File: src/design/mem_region_pkg.sv
// shared widths, region constants and types for the data-memory region RTL and its testbench
package mem_region_pkg;

  // data widths
  localparam int WORD_W = 32;
  localparam int WIDE_W = 64;

  // local data RAM geometry
  localparam int RAM_BYTES   = 32768;
  localparam int RAM_ADDR_W  = $clog2(RAM_BYTES);
  localparam int RAM_WORDS_W = RAM_ADDR_W - $clog2(WIDE_W / 8);

  // address decode, top bits compared against the local RAM region
  localparam int                  REGION_W   = 12;
  localparam logic [REGION_W-1:0] RAM_REGION = 12'h001;

  // core side vectors
  typedef logic [WORD_W-1:0]     word_t;
  typedef logic [WORD_W/8-1:0]   be_t;

  // RAM and loader side vectors
  typedef logic [WIDE_W-1:0]     wide_t;
  typedef logic [WIDE_W/8-1:0]   wide_be_t;

  // addressing inside the RAM
  typedef logic [RAM_ADDR_W-1:0]  ram_addr_t;
  typedef logic [RAM_WORDS_W-1:0] ram_word_t;

  // which target owes the next core response
  typedef enum logic {
    RESP_EXT = 1'b0,
    RESP_RAM = 1'b1
  } resp_src_e;

endpackage

File: src/design/ram_mux.sv
// fixed-priority mux of the 64-bit loader port and the 32-bit core port onto one data RAM port
`timescale 1ns/1ps

module ram_mux (
  input  logic                      clk,
  input  logic                      rst_n,

  // wide loader port, never stalled
  input  logic                      load_req_i,
  input  mem_region_pkg::ram_word_t load_word_i,
  input  logic                      load_we_i,
  input  mem_region_pkg::wide_be_t  load_be_i,
  input  mem_region_pkg::wide_t     load_wdata_i,
  output mem_region_pkg::wide_t     load_rdata_o,

  // 32-bit core port
  input  logic                      core_req_i,
  input  mem_region_pkg::ram_addr_t core_addr_i,
  input  logic                      core_we_i,
  input  mem_region_pkg::be_t       core_be_i,
  input  mem_region_pkg::word_t     core_wdata_i,
  output logic                      core_gnt_o,
  output logic                      core_rvalid_o,
  output mem_region_pkg::word_t     core_rdata_o,

  // RAM side
  output logic                      ram_en_o,
  output mem_region_pkg::ram_word_t ram_word_o,
  output logic                      ram_we_o,
  output mem_region_pkg::wide_be_t  ram_be_o,
  output mem_region_pkg::wide_t     ram_wdata_o,
  input  mem_region_pkg::wide_t     ram_rdata_i
);

  import mem_region_pkg::*;

  // core access mapped onto a 64-bit RAM word
  ram_word_t core_word;
  logic      core_lane;
  wide_be_t  core_wide_be;
  wide_t     core_wide_wdata;

  // state of the core access in flight
  logic      rvalid_q;
  logic      lane_q;

  // word index and lane from the byte address
  assign core_word = core_addr_i[RAM_ADDR_W-1 -: RAM_WORDS_W];
  assign core_lane = core_addr_i[2];

  // place the 32-bit access into its half of the wide word
  always_comb begin
    if (core_lane) begin
      core_wide_be = {core_be_i, {(WORD_W/8){1'b0}}};
    end else begin
      core_wide_be = {{(WORD_W/8){1'b0}}, core_be_i};
    end
  end

  // data is copied into both halves, the byte enables pick the lane
  assign core_wide_wdata = {core_wdata_i, core_wdata_i};

  // loader always owns the port while it requests
  assign core_gnt_o = core_req_i & ~load_req_i;

  always_comb begin
    if (load_req_i) begin
      ram_en_o    = 1'b1;
      ram_word_o  = load_word_i;
      ram_we_o    = load_we_i;
      ram_be_o    = load_be_i;
      ram_wdata_o = load_wdata_i;
    end else begin
      ram_en_o    = core_req_i;
      ram_word_o  = core_word;
      ram_we_o    = core_we_i;
      ram_be_o    = core_wide_be;
      ram_wdata_o = core_wide_wdata;
    end
  end

  // one cycle read latency, so rvalid follows grant directly
  always_ff @(posedge clk or negedge rst_n) begin
    if (!rst_n) begin
      rvalid_q <= 1'b0;
      lane_q   <= 1'b0;
    end else begin
      rvalid_q <= core_gnt_o;
      if (core_gnt_o) begin
        lane_q <= core_lane;
      end
    end
  end

  assign core_rvalid_o = rvalid_q;

  // core gets its half of the word read last cycle
  always_comb begin
    if (lane_q) begin
      core_rdata_o = ram_rdata_i[WIDE_W-1:WORD_W];
    end else begin
      core_rdata_o = ram_rdata_i[WORD_W-1:0];
    end
  end

  // loader has no strobe, data is valid the cycle after its request
  assign load_rdata_o = ram_rdata_i;

endmodule

File: config.mk
export PLATFORM = sky130hd
export DESIGN_NAME = ram_mux
export DESIGN_NICKNAME = d
export VERILOG_FILES = /design/src/design/mem_region_pkg.sv /design/src/design/ram_mux.sv
export SDC_FILE = /design/constraint.sdc
export NUM_CORES = 1
export LEC_CHECK = 0
export ABC_AREA = 1
export ABC_CLOCK_PERIOD_IN_PS = 1500
export BUFFER_PORTS_ARGS = -buffer_cell sky130_fd_sc_hd__buf_2
export CORE_AREA = 2 2 151 153
export CTS_BUF_LIST = sky130_fd_sc_hd__clkbuf_16
export DETAILED_ROUTE_END_ITERATION = 8
export DIE_AREA = 0 0 153 155
export PLACE_DENSITY = 0.41
export SETUP_SLACK_MARGIN = 0.15
export SYNTH_ARGS = -nofsm -noshare
export SYNTH_HDL_FRONTEND = slang
export SYNTH_SLANG_ARGS = --single-unit
File: constraint.sdc
create_clock -name clk -period 1.5 [get_ports clk]
set_input_delay 0.45 -clock clk [delete_from_list [all_inputs] [get_ports clk]]
set_output_delay 0.45 -clock clk [all_outputs]
set_load 0.005 [all_outputs]
==> flow_summary.json <==
{
  "layout.nets": 966,
  "max_transition_margin_pct": 83.2,
  "finalWirelength_um": 12900,
  "final.setup.tns_ns": -6.70,
  "cts.root.buffer_cell": "sky130_fd_sc_hd__clkbuf_16",
  "actual_slew_at_the_worst_max_slew_pin_ns": 0.252,
  "p_comb_share_pct": 77.4,
  "ctsHtreeMaxLevel": 1,
  "post_layout_util_pct": 22.7,
  "ctsLongestPathBuffers": 2,
  "finalMaxSlewViolations": 0,
  "core_mm2": 0.0222,
  "power_switching_share_pct": 39.5,
  "timing.critical_path.required_ns": 1.05,
  "hold_class": "input port to async pin",
  "syn-cell-area_mm2": 0.00196,
  "number_of_vias_per_cell": 3.55,
  "drt_pass1_iterations": 4,
  "fp.dieW_um": 153,
  "finalInstanceArea_mm2": 0.00504,
  "cts_hold_buffers": 0,
  "grt_pass1_wl_um": 17900,
  "gr-usage-all-layers_pct": 9.41,
  "synthTopCellsByArea": "sky130_fd_sc_hd__nand2_1 (49%), sky130_fd_sc_hd__buf_4 (27%), sky130_fd_sc_hd__o21ai_0 (8.2%)",
  "post_synth_inst_count": 415,
  "rows": 55,
  "ir_drop_mv": 0.273,
  "worstPathMaxFanout": 6,
  "antenna_found_initial": 1,
  "clkSlewWorstSetupHoldPaths_ns": 0.03,
  "critPathLaunchType": "flip-flop",
  "failed_checks": "setup timing",
  "placedInstanceArea_mm2": 0.00385,
  "power.leakage_nw": 3.15,
  "status": "complete, but fails checks",
  "die_h_um": 155,
  "drt_first_iter_violations": 118,
  "power_frac_seq_pct": 3.1,
  "number_of_i_o_port_buffers": 386,
  "worstReg2RegStart": "lane_q$_DFFE_PN0P_",
  "synth-warning-count": 0,
  "floorplan.die_area_mm2": 0.0237,
  "clk_latency_ns": 0.22,
  "grt_setup_unrepaired": "true",
  "cap_violations": 0,
  "first_global_vias": 3527,
  "routed-via-count": 3715,
  "tritoncts": "built",
  "layout_setup_ws_ns": -0.127,
  "reg2reg_setup_slack_ns": 0.58,
  "ant_nets": 0,
  "post_layout_min_period_ns": 1.63,
  "overall_overflow_remaining_after_global_route": 0,
  "power_consumption_mw": 2.08,
  "worst_setup_path_end_kind": "output port",
  "dp.final_hpwl_um": 10700,
  "drt-wirelength-per-cell_um": 12.3,
  "path_class": "flip-flop to output port",
  "timing.reg2reg.worst_path_depth": 4,
  "synth.ff_latch_count": 2,
  "power-per-cell-area_mw_per_mm2": 413,
  "numCtsBuffers": 3,
  "cts_num_sinks": 2,
  "cellInternalPower_mw": 1.26,
  "maximum_number_of_pins_on_one_net_before_global_route_repair": 54,
  "yosysTopAreaCellShare_pct": 48.6,
  "power.net_switching_mw": 0.822,
  "critical_path_arrival_ns": 1.18,
  "final_layout_size_suffix_gt1_share_pct": 72.4,
  "postSynthAreaPerCell_um2": 4.73,
  "area_delta_synth_final_pct": 157,
  "final_min_period_over_clock_period_pct": 108,
  "post_synth_num_cell_types": 13,
  "gp_congestion": 0.762,
  "r2r-end": "lane_q$_DFFE_PN0P_",
  "setup_viol": 111,
  "skew_final_ns": 0,
  "syn_nets": 620,
  "clock.fmax_ghz": 0.614,
  "timing_hold_violations_final": 0,
  "floorplan.initialDensity_pct": 8.83,
  "post-synth-top-area-cell": "sky130_fd_sc_hd__nand2_1",
  "top_level_ports": 389,
  "power.clock.fraction_pct": 19.5,
  "drc": 0,
  "ys_seq_area_share_pct": 2.55
}
synth_stat cells (all sizes together):
cell      n
clkbuf    2
buf      84
or2       1
dfrtp     2
o21ai    32
inv      34
nor2      1
nand3     5
nand2   254
repair_timing:
action | CTS | global route
gates resized for setup | 157 | 82
buffers inserted | 6 | 2
setup endpoints to repair | 119 | 119
gates cloned | 5 | 7
pin swaps | 31 | 16
per-layer routing:
| layer | vias up | share of wire [%] | wire length, um | global-route usage [%] |
|---|---|---|---|---|
| li1 | 1867 | - | - | - |
| met1 | 1582 | 35 | 4530 | 9.68 |
| met2 | 246 | 54 | 6970 | 18.9 |
| met3 | 20 | 8.4 | 1080 | 1.84 |
| met4 | 0 | 2.5 | 328 | 3.13 |
| met5 | - | 0 | 0 | 0 |
layout make-up:
type | count | area [um^2]
Fill cell | 2560 | 17200
Timing Repair Buffer | 427 | 2740
Multi-Input combinational cell | 293 | 1670
Tap cell | 285 | 357
Inverter | 34 | 144
Clock buffer | 3 | 75.1
Sequential cell | 2 | 51.3
Clock inverter | 1 | 3.75
Antenna cell | 1 | 2.50
per-stage QoR:
| stage | hold slack [ns] | setup slack (ns) | instances |
|---|---|---|---|
| final | 0.00621 | -0.127 | 1046 |
| after global routing | 0.00584 | -0.172 | 1046 |
| after floorplan | 0.154 | 0.136 | 415 |
| after detailed placement | 0.236 | -0.226 | 1021 |
| after CTS | 0.00504 | -0.101 | 1036 |
| after global placement | 0.236 | -0.225 | 1021 |
worst max-delay path by stage:
stage | startpoint | end | cells past startpoint
after floorplan | load_req_i | ram_be_o[0] | 5
after global placement | load_req_i | ram_wdata_o[2] | 6
after detailed placement | load_req_i | ram_wdata_o[6] | 6
after CTS | load_req_i | ram_wdata_o[57] | 7
after global routing | lane_q$_DFFE_PN0P_ | core_rdata_o[23] | 4
final | lane_q$_DFFE_PN0P_ | core_rdata_o[30] | 4
critical path, cell delays in order, from the launching register on:
cell,delay [ns]
sky130_fd_sc_hd__dfrtp_2,0.41
sky130_fd_sc_hd__buf_4,0.15
sky130_fd_sc_hd__clkbuf_16,0.15
sky130_fd_sc_hd__o21ai_1,0.12
sky130_fd_sc_hd__buf_2,0.13
power groups by stage:
| stage | Clock (mW) | Combinational [mW] | Sequential (mW) |
|---|---|---|---|
| 6_report | 0.406 | 1.61 | 0.0637 |
| 5_1_grt | 0.422 | 1.77 | 0.0638 |
| 4_1_cts | 0.413 | 1.46 | 0.0637 |
| 3_5_place_dp | 0 | 1.23 | 0.0643 |
| 3_3_place_gp | 0 | 1.23 | 0.0642 |
| 2_1_floorplan | 0 | 0.567 | 0.0613 |
logic make-up (layout without fill, tap and decap cells):
kind of cell / Yosys count / after routing / synth area share, %
buffers and inverters: 120 / 465 / 38.6
and+or+nand+nor: 261 / 261 / 50.7
other: 0 / 1 / 0
DFF: 2 / 2 / 2.55
AOI/OAI and AO/OA: 32 / 32 / 8.16
flip-flops by register name (all words and copies together) (netlist names):
name,cells
lane_q,1
core_rvalid_o,1
cells in the final DEF, fill, tap and decap left out:
cell,count
sky130_fd_sc_hd__nand2_1,146
sky130_fd_sc_hd__nand2_2,73
sky130_fd_sc_hd__buf_12,11
sky130_fd_sc_hd__buf_16,4
sky130_fd_sc_hd__buf_8,3
sky130_fd_sc_hd__nand3_4,2
sky130_fd_sc_hd__nand3_1,1
sky130_fd_sc_hd__o21ai_1,22
sky130_fd_sc_hd__dfrtp_1,1
sky130_fd_sc_hd__diode_2,1
sky130_fd_sc_hd__inv_1,33
sky130_fd_sc_hd__nor2_4,1
sky130_fd_sc_hd__nand2_4,33
sky130_fd_sc_hd__inv_16,1
sky130_fd_sc_hd__nand2_8,2
sky130_fd_sc_hd__buf_6,34
sky130_fd_sc_hd__nand3_2,2
sky130_fd_sc_hd__inv_2,1
sky130_fd_sc_hd__o21ai_2,3
sky130_fd_sc_hd__buf_2,367
sky130_fd_sc_hd__buf_4,3
sky130_fd_sc_hd__clkbuf_16,8
sky130_fd_sc_hd__dfrtp_2,1
sky130_fd_sc_hd__or2_4,1
sky130_fd_sc_hd__o21ai_0,7
(Power assumes the default switching activity.)
