===== config.mk =====
export PLATFORM = sky130hd
export DESIGN_NAME = lsu_demux
export DESIGN_NICKNAME = d
export VERILOG_FILES = /design/src/design/mem_region_pkg.sv /design/src/design/lsu_demux.sv
export SDC_FILE = /design/constraint.sdc
export NUM_CORES = 1
export LEC_CHECK = 0
export BUFFER_PORTS_ARGS = -buffer_cell sky130_fd_sc_hd__buf_2
export CAP_MARGIN = 40
export CORE_AREA = 2 2 116 118
export CTS_BUF_LIST = sky130_fd_sc_hd__clkbuf_16
export CTS_CLUSTER_SIZE = 28
export DETAILED_ROUTE_END_ITERATION = 8
export DIE_AREA = 0 0 118 120
export GPL_TIMING_DRIVEN = 0
export HOLD_SLACK_MARGIN = 0.05
export SLEW_MARGIN = 25
export SYNTH_ARGS = -nofsm -noshare
export SYNTH_HDL_FRONTEND = slang
export SYNTH_SLANG_ARGS = --single-unit

===== constraint.sdc =====
create_clock -name clk -period 4.15 [get_ports clk]
set_input_delay 0.83 -clock clk [delete_from_list [all_inputs] [get_ports clk]]
set_output_delay 0.83 -clock clk [all_outputs]
set_load 0.05 [all_outputs]

===== src/design/mem_region_pkg.sv =====
// shared widths, region constants and types for the data-memory region RTL and its testbench
package mem_region_pkg;

  // data widths
  localparam int WORD_W = 32;
  localparam int WIDE_W = 64;

  // local data RAM geometry
  localparam int RAM_BYTES   = 32768;
  localparam int RAM_ADDR_W  = $clog2(RAM_BYTES);
  localparam int RAM_WORDS_W = RAM_ADDR_W - $clog2(WIDE_W / 8);

  // address decode, top bits compared against the local RAM region
  localparam int                  REGION_W   = 12;
  localparam logic [REGION_W-1:0] RAM_REGION = 12'h001;

  // core side vectors
  typedef logic [WORD_W-1:0]     word_t;
  typedef logic [WORD_W/8-1:0]   be_t;

  // RAM and loader side vectors
  typedef logic [WIDE_W-1:0]     wide_t;
  typedef logic [WIDE_W/8-1:0]   wide_be_t;

  // addressing inside the RAM
  typedef logic [RAM_ADDR_W-1:0]  ram_addr_t;
  typedef logic [RAM_WORDS_W-1:0] ram_word_t;

  // which target owes the next core response
  typedef enum logic {
    RESP_EXT = 1'b0,
    RESP_RAM = 1'b1
  } resp_src_e;

endpackage


===== src/design/lsu_demux.sv =====
// address demux of the load/store port onto local RAM or external bus, with in-order response return
`timescale 1ns/1ps

module lsu_demux (
  input  logic                      clk,
  input  logic                      rst_n,

  // load/store port
  input  logic                      core_req_i,
  input  mem_region_pkg::word_t     core_addr_i,
  input  logic                      core_we_i,
  input  mem_region_pkg::be_t       core_be_i,
  input  mem_region_pkg::word_t     core_wdata_i,
  output logic                      core_gnt_o,
  output logic                      core_rvalid_o,
  output mem_region_pkg::word_t     core_rdata_o,

  // external bus target
  output logic                      ext_req_o,
  output mem_region_pkg::word_t     ext_addr_o,
  output logic                      ext_we_o,
  output mem_region_pkg::be_t       ext_be_o,
  output mem_region_pkg::word_t     ext_wdata_o,
  input  logic                      ext_gnt_i,
  input  logic                      ext_rvalid_i,
  input  mem_region_pkg::word_t     ext_rdata_i,

  // local RAM target
  output logic                      ram_req_o,
  output mem_region_pkg::ram_addr_t ram_addr_o,
  output logic                      ram_we_o,
  output mem_region_pkg::be_t       ram_be_o,
  output mem_region_pkg::word_t     ram_wdata_o,
  input  logic                      ram_gnt_i,
  input  logic                      ram_rvalid_i,
  input  mem_region_pkg::word_t     ram_rdata_i
);

  import mem_region_pkg::*;

  logic      is_ram_addr;
  resp_src_e resp_src_q;
  resp_src_e resp_src_d;

  // region decode on the top address bits
  assign is_ram_addr = (core_addr_i[WORD_W-1 -: REGION_W] == RAM_REGION);

  assign ram_req_o   = core_req_i & is_ram_addr;
  assign ext_req_o   = core_req_i & ~is_ram_addr;

  // request fields go to both targets, only one sees req
  assign ram_addr_o  = core_addr_i[RAM_ADDR_W-1:0];
  assign ram_we_o    = core_we_i;
  assign ram_be_o    = core_be_i;
  assign ram_wdata_o = core_wdata_i;

  assign ext_addr_o  = core_addr_i;
  assign ext_we_o    = core_we_i;
  assign ext_be_o    = core_be_i;
  assign ext_wdata_o = core_wdata_i;

  // grant from the selected target, remember who answers next
  always_comb begin
    resp_src_d = resp_src_q;
    core_gnt_o = 1'b0;
    if (ext_req_o) begin
      core_gnt_o = ext_gnt_i;
      if (ext_gnt_i) begin
        resp_src_d = RESP_EXT;
      end
    end else if (ram_req_o) begin
      core_gnt_o = ram_gnt_i;
      if (ram_gnt_i) begin
        resp_src_d = RESP_RAM;
      end
    end
  end

  always_ff @(posedge clk or negedge rst_n) begin
    if (!rst_n) begin
      resp_src_q <= RESP_RAM;
    end else begin
      resp_src_q <= resp_src_d;
    end
  end

  // responses come back in order so one owner at a time
  assign core_rvalid_o = ram_rvalid_i | ext_rvalid_i;
  assign core_rdata_o  = (resp_src_q == RESP_EXT) ? ext_rdata_i : ram_rdata_i;

endmodule


==> results of run 1 <==
-- power by group through the flow --
stage	Combinational [mW]	Clock [mW]	Sequential, mW
floorplan	0.400	0	0.00995
global placement	0.509	0	0.00995
detailed placement	0.511	0	0.00995
CTS	0.511	0	0.00995
global route	0.526	0	0.00995
finish	0.508	0	0.00995
-- cell usage in the layout, fill, tap and decap left out --
cell type,instances
buf_2,240
buf_4,121
mux2_2,30
buf_6,3
nand2_1,3
mux2_1,2
nor4_4,2
nor4b_4,1
inv_1,1
a31oi_1,1
nand3_2,1
nor2_1,1
or2_2,1
mux2i_1,1
a21oi_1,1
o21ai_1,1
dfstp_2,1
-- layer usage --
metal,vias up,part of all wire
met3,0,0.14
met4,0,0
met1,775,0.29
met5,-,0
li1,913,-
met2,146,0.57
-- kinds of logic (layout without fill, tap and decap cells) --
kind of cell	Yosys count	after routing	synth area share
simple gates	9	9	0.0668
compound gates	3	3	0.0111
buf+inv	126	365	0.651
mux	33	33	0.253
flops	1	1	0.0180
-- through the flow --
stage | instances | hold WS (ns) | util
floorplan | 172 | 0.682 | -
global placement | 587 | 0.781 | 0.222
detailed placement | 587 | 0.776 | 0.222
CTS | 587 | 0.776 | 0.222
global route | 587 | 0.787 | 0.222
finish | 587 | 0.774 | 0.222
-- worst max path at each step --
stage	startpoint	end	slack, ns	cells past startpoint
3_3_place_gp	core_addr_i[22]	core_gnt_o	1.46	5
3_5_place_dp	core_addr_i[22]	core_gnt_o	1.46	5
4_1_cts	core_addr_i[22]	core_gnt_o	1.46	5
2_1_floorplan	core_addr_i[26]	core_gnt_o	1.26	3
5_1_grt	core_addr_i[22]	core_gnt_o	1.44	5
6_report	core_addr_i[22]	core_gnt_o	1.47	5
-- cell type report --
class,instances,area share
buffer,125,0.329
inverter,1,0.00130
multi-input combinational,45,0.168
sequential,1,0.00913
tap,176,0.0765
timing repair buffer,239,0.416
==> results.json, run 1 <==
{
  "cpPeakStageDelay_ns": 0.32,
  "multi_input_area_um2": 484,
  "crit_family": "simple AND/OR/NAND/NOR gates",
  "nFillCells": 1476,
  "syn_avg_cell_area_um2": 8.50,
  "die_w_um": 118,
  "r2r-end": "resp_src_q",
  "drtIter0Drc": 12,
  "ys_types": 17,
  "p_switching_uw": 344,
  "synth_fp_nets": 312,
  "gr-total-overflow": 0,
  "critical_path_class": "in2out",
  "gp_congestion": 0.742,
  "worstReg2RegStart": "resp_src_q",
  "grtUsageTotal": 0.0562,
  "totalWireLength_mm": 5.11,
  "netlist_area_mm2": 0.00146,
  "ys_ff_latch": 1,
  "post-place-ws_ns": 1.46,
  "dr.pass1.iters": 2,
  "busiest_layer": "met2",
  "yosysWarningCount": 0,
  "synth_area_leaders": "buf_4 62%, mux2_2 23%, nor4_4 2.9%",
  "post_cts_buffers": 0,
  "pwr-share-comb": 0.981,
  "min_path_type": "in2async",
  "drive_gt1_frac": 0.973,
  "largest_reg_flops": 1,
  "die-area_mm2": 0.0142,
  "grt_use_met2": 0.127,
  "io-pin-count": 297,
  "grt_use_met1": 0.0499,
  "dpl_cell_area_mm2": 0.00288,
  "via_per_inst": 3.12,
  "grt_use_met3": 0.0171,
  "maxSlewViolCount": 0,
  "synth_top_area_cell": "buf_4",
  "total_power_uw": 518,
  "max-slew-margin-rel": 0.827,
  "reg2reg_depth": 4,
  "fin_ws_ns": 1.47,
  "grt_pass1_vias": 1529,
  "area_growth_pct": 96.9,
  "leakage_nw": 1.71,
  "rsz0062_at_grt": "no",
  "yosysTopAreaCellShare": 0.622,
  "seq_area_frac_synth": 0.0180,
  "vias": 1834,
  "p_clk_frac": 0,
  "antenna_cells": 0,
  "irDropWorstVdd_v": 0.0000543,
  "top_register": "resp_src_q",
  "portBuffers": 239,
  "async_flop_share": 1.00,
  "pwr-share-seq": 0.019,
  "intPower_uw": 174,
  "rows": 42,
  "reg_top3": "resp_src_q (1)",
  "hold_violations": 0,
  "fin_area_mm2": 0.00288,
  "crit_path_start_kind": "primary input",
  "nNetsFinal": 553,
  "fmax_mhz": 374,
  "clk_latency_ns": 0,
  "post_drt_wl_per_cell_um": 8.70,
  "end_kind": "output port",
  "grt_start_max_net_pins": 11,
  "start_util": 0.113,
  "drcViolationCount": 0,
  "worst_pin_slew_ns": 0.258,
  "finalCriticalPeriod_ns": 2.68,
  "worstPathArrival_ns": 1.85,
  "path_buf_inv": 2,
  "r2r_setup_slack_ns": 3.00,
  "die_height_um": 120,
  "dp_hpwl_mm": 4.80,
  "cp_cell_sequence": "buf_2, nor4_4, nand3_2, mux2i_1, buf_2",
  "switching_share": 0.664,
  "ant_nets": 0,
  "setup_viol": 0,
  "p_per_area_mw_per_mm2": 180,
  "finalClockSkew_ns": 0,
  "setup_tns_ns": 0,
  "run_status": "completed",
  "drv_cap": 0,
  "worst_path_max_delay_cell": "nor4_4",
  "cp_common_cell": "buf_2",
  "grt_pass1_wl_mm": 6.84,
  "yosysMostFrequentCell": "buf_4",
  "core-area_mm2": 0.0130,
  "clk_pin_slew_ns": 0,
  "synth_edf_count": 0,
  "synth_common_cells": "121 x buf_4, 30 x mux2_2, 3 x buf_6, 3 x nand2_1",
  "fin_crit_sh": 0.645,
  "synth_top_flop_cell": "dfstp_2",
  "cp_data_required_time_ns": 3.32,
  "post_cts_resized": 0,
  "cp_max_fo": 3,
  "seq_area_um2": 26.3,
  "synthCells": 172,
  "ctsHoldBuffers": 0,
  "antenna_found_initial": 0
}
Note: power is estimated with default switching activity, not from simulation.
==> run 2, diff against run 1 <==
--- a/config.mk
+++ b/config.mk
@@ -7,11 +7,11 @@
 export LEC_CHECK = 0
 export BUFFER_PORTS_ARGS = -buffer_cell sky130_fd_sc_hd__buf_2
 export CAP_MARGIN = 40
-export CORE_AREA = 2 2 116 118
+export CORE_AREA = 2 2 114 116
 export CTS_BUF_LIST = sky130_fd_sc_hd__clkbuf_16
 export CTS_CLUSTER_SIZE = 28
 export DETAILED_ROUTE_END_ITERATION = 8
-export DIE_AREA = 0 0 118 120
+export DIE_AREA = 0 0 116 118
 export GPL_TIMING_DRIVEN = 0
 export HOLD_SLACK_MARGIN = 0.05
 export SLEW_MARGIN = 25
==> constraint.sdc (replaced) <==
create_clock -name clk -period 2.23 [get_ports clk]
set_input_delay 0.446 -clock clk [delete_from_list [all_inputs] [get_ports clk]]
set_output_delay 0.446 -clock clk [all_outputs]
set_load 0.05 [all_outputs]
==> results.json, run 2 (same netlist as run 1, synthesis figures left out) <==
{
  "drtIter0Drc": 13,
  "die_w_um": 116,
  "fin_crit_sh": 0.876,
  "critical_path_class": "in2out",
  "die_height_um": 118,
  "post_cts_buffers": 0,
  "irDropWorstVdd_v": 0.000130,
  "die-area_mm2": 0.0137,
  "cp_cell_sequence": "buf_2, nor4_4, nand3_2, mux2i_1, buf_2",
  "end_kind": "output port",
  "drcViolationCount": 0,
  "io-pin-count": 297,
  "finalCriticalPeriod_ns": 1.95,
  "fmax_mhz": 512,
  "p_clk_frac": 0,
  "utilization": 0.231,
  "cp_num_cells": 5,
  "grt_start_max_net_pins": 11,
  "leakage_nw": 1.71,
  "pwr-share-comb": 0.981,
  "dpl_cell_area_mm2": 0.00287,
  "p_switching_uw": 644,
  "ctsHoldBuffers": 0,
  "pwr-share-seq": 0.019,
  "finalClockSkew_ns": 0,
  "crit_start": "core_addr_i[22]",
  "reg_top3": "resp_src_q (1)",
  "gp_congestion": 0.698,
  "fin_area_mm2": 0.00287,
  "max-slew-margin-rel": 0.807,
  "portBuffers": 239,
  "cpPeakStageDelay_ns": 0.34,
  "drive_gt1_frac": 0.973,
  "min_path_type": "in2async",
  "switching_share": 0.666,
  "dp_hpwl_mm": 5.25,
  "nNetsFinal": 553,
  "grt_pass1_wl_mm": 7.36,
  "setup_viol": 0,
  "layout_commonest_cell": "buf_2",
  "gr-total-overflow": 0,
  "start_util": 0.118,
  "crit_end": "core_gnt_o",
  "worstPathArrival_ns": 1.51,
  "largest_reg_flops": 1,
  "reg2reg_depth": 4,
  "r2r-end": "resp_src_q",
  "vias": 1825,
  "total_power_uw": 968,
  "top_register": "resp_src_q",
  "cp_data_required_time_ns": 1.78,
  "crit_family": "simple AND/OR/NAND/NOR gates",
  "hold_violations": 0,
  "cp_max_fo": 3,
  "rows": 41,
  "antenna_found_initial": 0,
  "post_drt_wl_per_cell_um": 9.39,
  "setup_tns_ns": 0,
  "grtUsageTotal": 0.0648,
  "rsz0062_at_grt": "no",
  "ant_nets": 0,
  "clk_latency_ns": 0,
  "maxSlewViolCount": 0,
  "worstReg2RegStart": "resp_src_q",
  "totalWireLength_mm": 5.48,
  "dr.pass1.iters": 2,
  "r2r_setup_slack_ns": 1.09,
  "crit_path_start_kind": "primary input",
  "via_per_inst": 3.13,
  "antenna_cells": 0,
  "cp_common_cell": "buf_2",
  "holdWs_ns": 0.385,
  "drv_cap": 0,
  "worst_path_max_delay_cell": "nor4_4",
  "worst_pin_slew_ns": 0.288,
  "area_growth_pct": 96.6,
  "run_status": "completed",
  "intPower_uw": 324,
  "path_buf_inv": 2,
  "grt_pass1_vias": 1600,
  "p_per_area_mw_per_mm2": 337,
  "layout_common_cells": "240 x buf_2, 121 x buf_4, 30 x mux2_2, 3 x buf_6, 3 x nand2_1",
  "clk_pin_slew_ns": 0,
  "core-area_mm2": 0.0124,
  "post_cts_resized": 0
}
## run 2: cell counts in the layout (fill, tap and decap cells not counted)
No cell type changed its count.
## run 2: through the flow
step | setup slack (ns) | cells
after floorplan | 0.112 | 172
after global placement | 0.240 | 583
after detailed placement | 0.245 | 583
after CTS | 0.242 | 583
after global routing | 0.195 | 583
final | 0.276 | 583
## run 2: per-layer routing
| layer | track usage | share of wire | vias to the layer above |
|---|---|---|---|
| li1 | - | - | 912 |
| met1 | 0.0677 | 0.33 | 773 |
| met2 | 0.141 | 0.55 | 140 |
| met3 | 0.00618 | 0.12 | 0 |
| met4 | 0 | 0 | 0 |
| met5 | 0 | 0 | - |
## run 2: area by class of cell
cell class / count / area [µm²]
buffer: 125 / 947
fill: 1409 / 9540
inverter: 1 / 3.75
multi-input combinational: 45 / 484
sequential: 1 / 26.3
tap: 172 / 215
timing repair buffer: 239 / 1200
## run 2: worst min-delay path by stage
stage	end	slack, ns	cells after the start
after CTS	resp_src_q	0.39	1
after global routing	resp_src_q	0.39	1
final	resp_src_q	0.39	1
after floorplan	resp_src_q	0.30	0
after detailed placement	resp_src_q	0.39	1
after global placement	resp_src_q	0.39	1
## run 2: power by group through the flow
stage	Sequential (mW)	Clock, mW	Combinational (mW)
5_1_grt	0.0185	0	0.988
4_1_cts	0.0185	0	0.958
3_3_place_gp	0.0185	0	0.953
3_5_place_dp	0.0185	0	0.956
2_1_floorplan	0.0185	0	0.744
6_report	0.0185	0	0.950
==> run 3, diff against run 2 <==
--- a/config.mk
+++ b/config.mk
@@ -5,6 +5,7 @@
 export SDC_FILE = /design/constraint.sdc
 export NUM_CORES = 1
 export LEC_CHECK = 0
+export ABC_AREA = 1
 export BUFFER_PORTS_ARGS = -buffer_cell sky130_fd_sc_hd__buf_2
 export CAP_MARGIN = 40
 export CORE_AREA = 2 2 114 116
==> constraint.sdc (replaced) <==
create_clock -name clk -period 2.2 [get_ports clk]
set_input_delay 0.44 -clock clk [delete_from_list [all_inputs] [get_ports clk]]
set_output_delay 0.44 -clock clk [all_outputs]
set_load 0.05 [all_outputs]
==> results.json, run 3 <==
{
  "utilization": 0.243,
  "gr-total-overflow": 0,
  "via_per_inst": 3.10,
  "met2_length_mm": 3.25,
  "rows": 41,
  "top_layer_used": "met3",
  "ant_nets": 0,
  "seq_area_frac_synth": 0.0164,
  "ys_types": 16,
  "dp_hpwl_mm": 5.72,
  "setup_viol": 0,
  "antenna_found_initial": 1,
  "leakage_nw": 1.85,
  "yosysWarningCount": 0,
  "worstPathArrival_ns": 1.43,
  "max-slew-margin-rel": 0.813,
  "synthCells": 184,
  "synth_top_flop_cell": "dfstp_2",
  "reg_top3": "resp_src_q (1)",
  "die_height_um": 118,
  "ctsHoldBuffers": 0,
  "die-area_mm2": 0.0137,
  "top_register": "resp_src_q",
  "drive_gt1_frac": 0.950,
  "worst_pin_slew_ns": 0.283,
  "netlist_area_mm2": 0.00160,
  "post_cts_resized": 0,
  "grtUsageTotal": 0.0707,
  "setup_tns_ns": 0,
  "crit_path_start_kind": "primary input",
  "drtIter0Drc": 24,
  "drcViolationCount": 0,
  "totalWireLength_mm": 5.94,
  "cp_data_required_time_ns": 1.76,
  "gp_congestion": 0.818,
  "synth_common_cells": "121 x buf_4, 29 x mux2_4, 8 x inv_1, 8 x nand2_1",
  "fmax_mhz": 535,
  "die_w_um": 116,
  "run_status": "completed",
  "clk_latency_ns": 0,
  "route.met3.wl_um": 730,
  "fin_area_mm2": 0.00301,
  "grt_pass1_vias": 1608,
  "dr.pass1.iters": 4,
  "layout_commonest_cell": "buf_2",
  "met1Wirelength_mm": 1.96,
  "core-area_mm2": 0.0124,
  "end_kind": "output port",
  "clk_pin_slew_ns": 0,
  "area_growth_pct": 88.4,
  "portBuffers": 239,
  "p_per_area_mw_per_mm2": 330,
  "holdWs_ns": 0.374,
  "yosysTopAreaCellShare": 0.568,
  "synth_fp_nets": 324,
  "nFillCells": 1396,
  "syn_avg_cell_area_um2": 8.70,
  "synth_area_leaders": "buf_4 57%, mux2_4 27%, buf_12 3.8%",
  "largest_reg_flops": 1,
  "dpl_cell_area_mm2": 0.00301,
  "rsz0062_at_grt": "no",
  "synth_top_area_cell": "buf_4",
  "cp_max_fo": 2,
  "post_drt_wl_per_cell_um": 9.97,
  "maxSlewViolCount": 0,
  "grt_pass1_wl_mm": 7.71,
  "fin_crit_sh": 0.849,
  "total_power_uw": 996,
  "async_flop_share": 1.00,
  "critical_path_class": "in2out",
  "drv_cap": 0,
  "vias": 1848,
  "io-pin-count": 297,
  "finalCriticalPeriod_ns": 1.87,
  "grt_start_max_net_pins": 11,
  "ys_ff_latch": 1,
  "hold_violations": 0,
  "start_util": 0.129,
  "yosysMostFrequentCell": "buf_4",
  "layout_common_cells": "239 x buf_2, 121 x buf_4, 29 x mux2_4, 8 x inv_1, 8 x nand2_1",
  "finalClockSkew_ns": 0,
  "min_path_type": "in2async",
  "post_cts_buffers": 0,
  "irDropWorstVdd_v": 0.000194,
  "synth_edf_count": 0,
  "nNetsFinal": 565
}
-- run 3: area by class of cell --
cell class / count / area (µm²) / share of cell area
Sequential cell: 1 / 26.3 / 0.00872
Buffer: 125 / 980 / 0.325
Multi-Input combinational cell: 50 / 564 / 0.187
Antenna cell: 1 / 2.50 / 0.000830
Timing Repair Buffer: 239 / 1200 / 0.397
Inverter: 8 / 30.0 / 0.00996
Tap cell: 172 / 215 / 0.0714
-- run 3: report_power, final --
group | total, mW | internal [mW] | leakage [nW] | switching [mW]
Clock | 0.0000000608 | 0.0000000608 | 0.00000634 | 0
Combinational | 0.977 | 0.324 | 1.84 | 0.653
Sequential | 0.0188 | 0.0188 | 0.0103 | 0.00000288
-- run 3: stage by stage --
step / instances / setup slack, ns
2_1_floorplan: 184 / 0.248
3_3_place_gp: 595 / 0.306
3_5_place_dp: 595 / 0.292
4_1_cts: 595 / 0.291
5_1_grt: 595 / 0.212
6_report: 596 / 0.331
-- run 3: metal layers --
metal / GRT usage / vias up
li1: - / 937
met2: 0.154 / 132
met4: 0 / 0
met1: 0.0692 / 779
met3: 0.0144 / 0
met5: 0 / -
-- run 3: worst paths after layout --
path / from / end / slack [ns] / depth (start not counted)
min: rst_n / resp_src_q / 0.37 / 1
min reg2reg: resp_src_q / resp_src_q / 0.76 / 4
min in group clk: ram_gnt_i / resp_src_q / 0.69 / 3
max reg2reg: resp_src_q / resp_src_q / 1.22 / 4
max: core_addr_i[26] / core_gnt_o / 0.33 / 9
max in group asynchronous: rst_n / resp_src_q / 1.81 / 1
-- run 3: cells by family after synthesis --
logic type             Yosys count  synth area share
flip-flops                       1            0.0164
buffers and inverters          133             0.631
AO/OA/AOI/OAI                    1           0.00391
multiplexers                    32             0.293
AND/OR/NAND/NOR                 17            0.0555
-- run 3: worst max-delay path: stages --
cell and delay [ns]:
buf_2 0.10, inv_1 0.04, nand2_1 0.06, nor2_2 0.17, nand3_2 0.13, nor2_4 0.10
nand2_1 0.07, nand2_1 0.05, buf_2 0.26
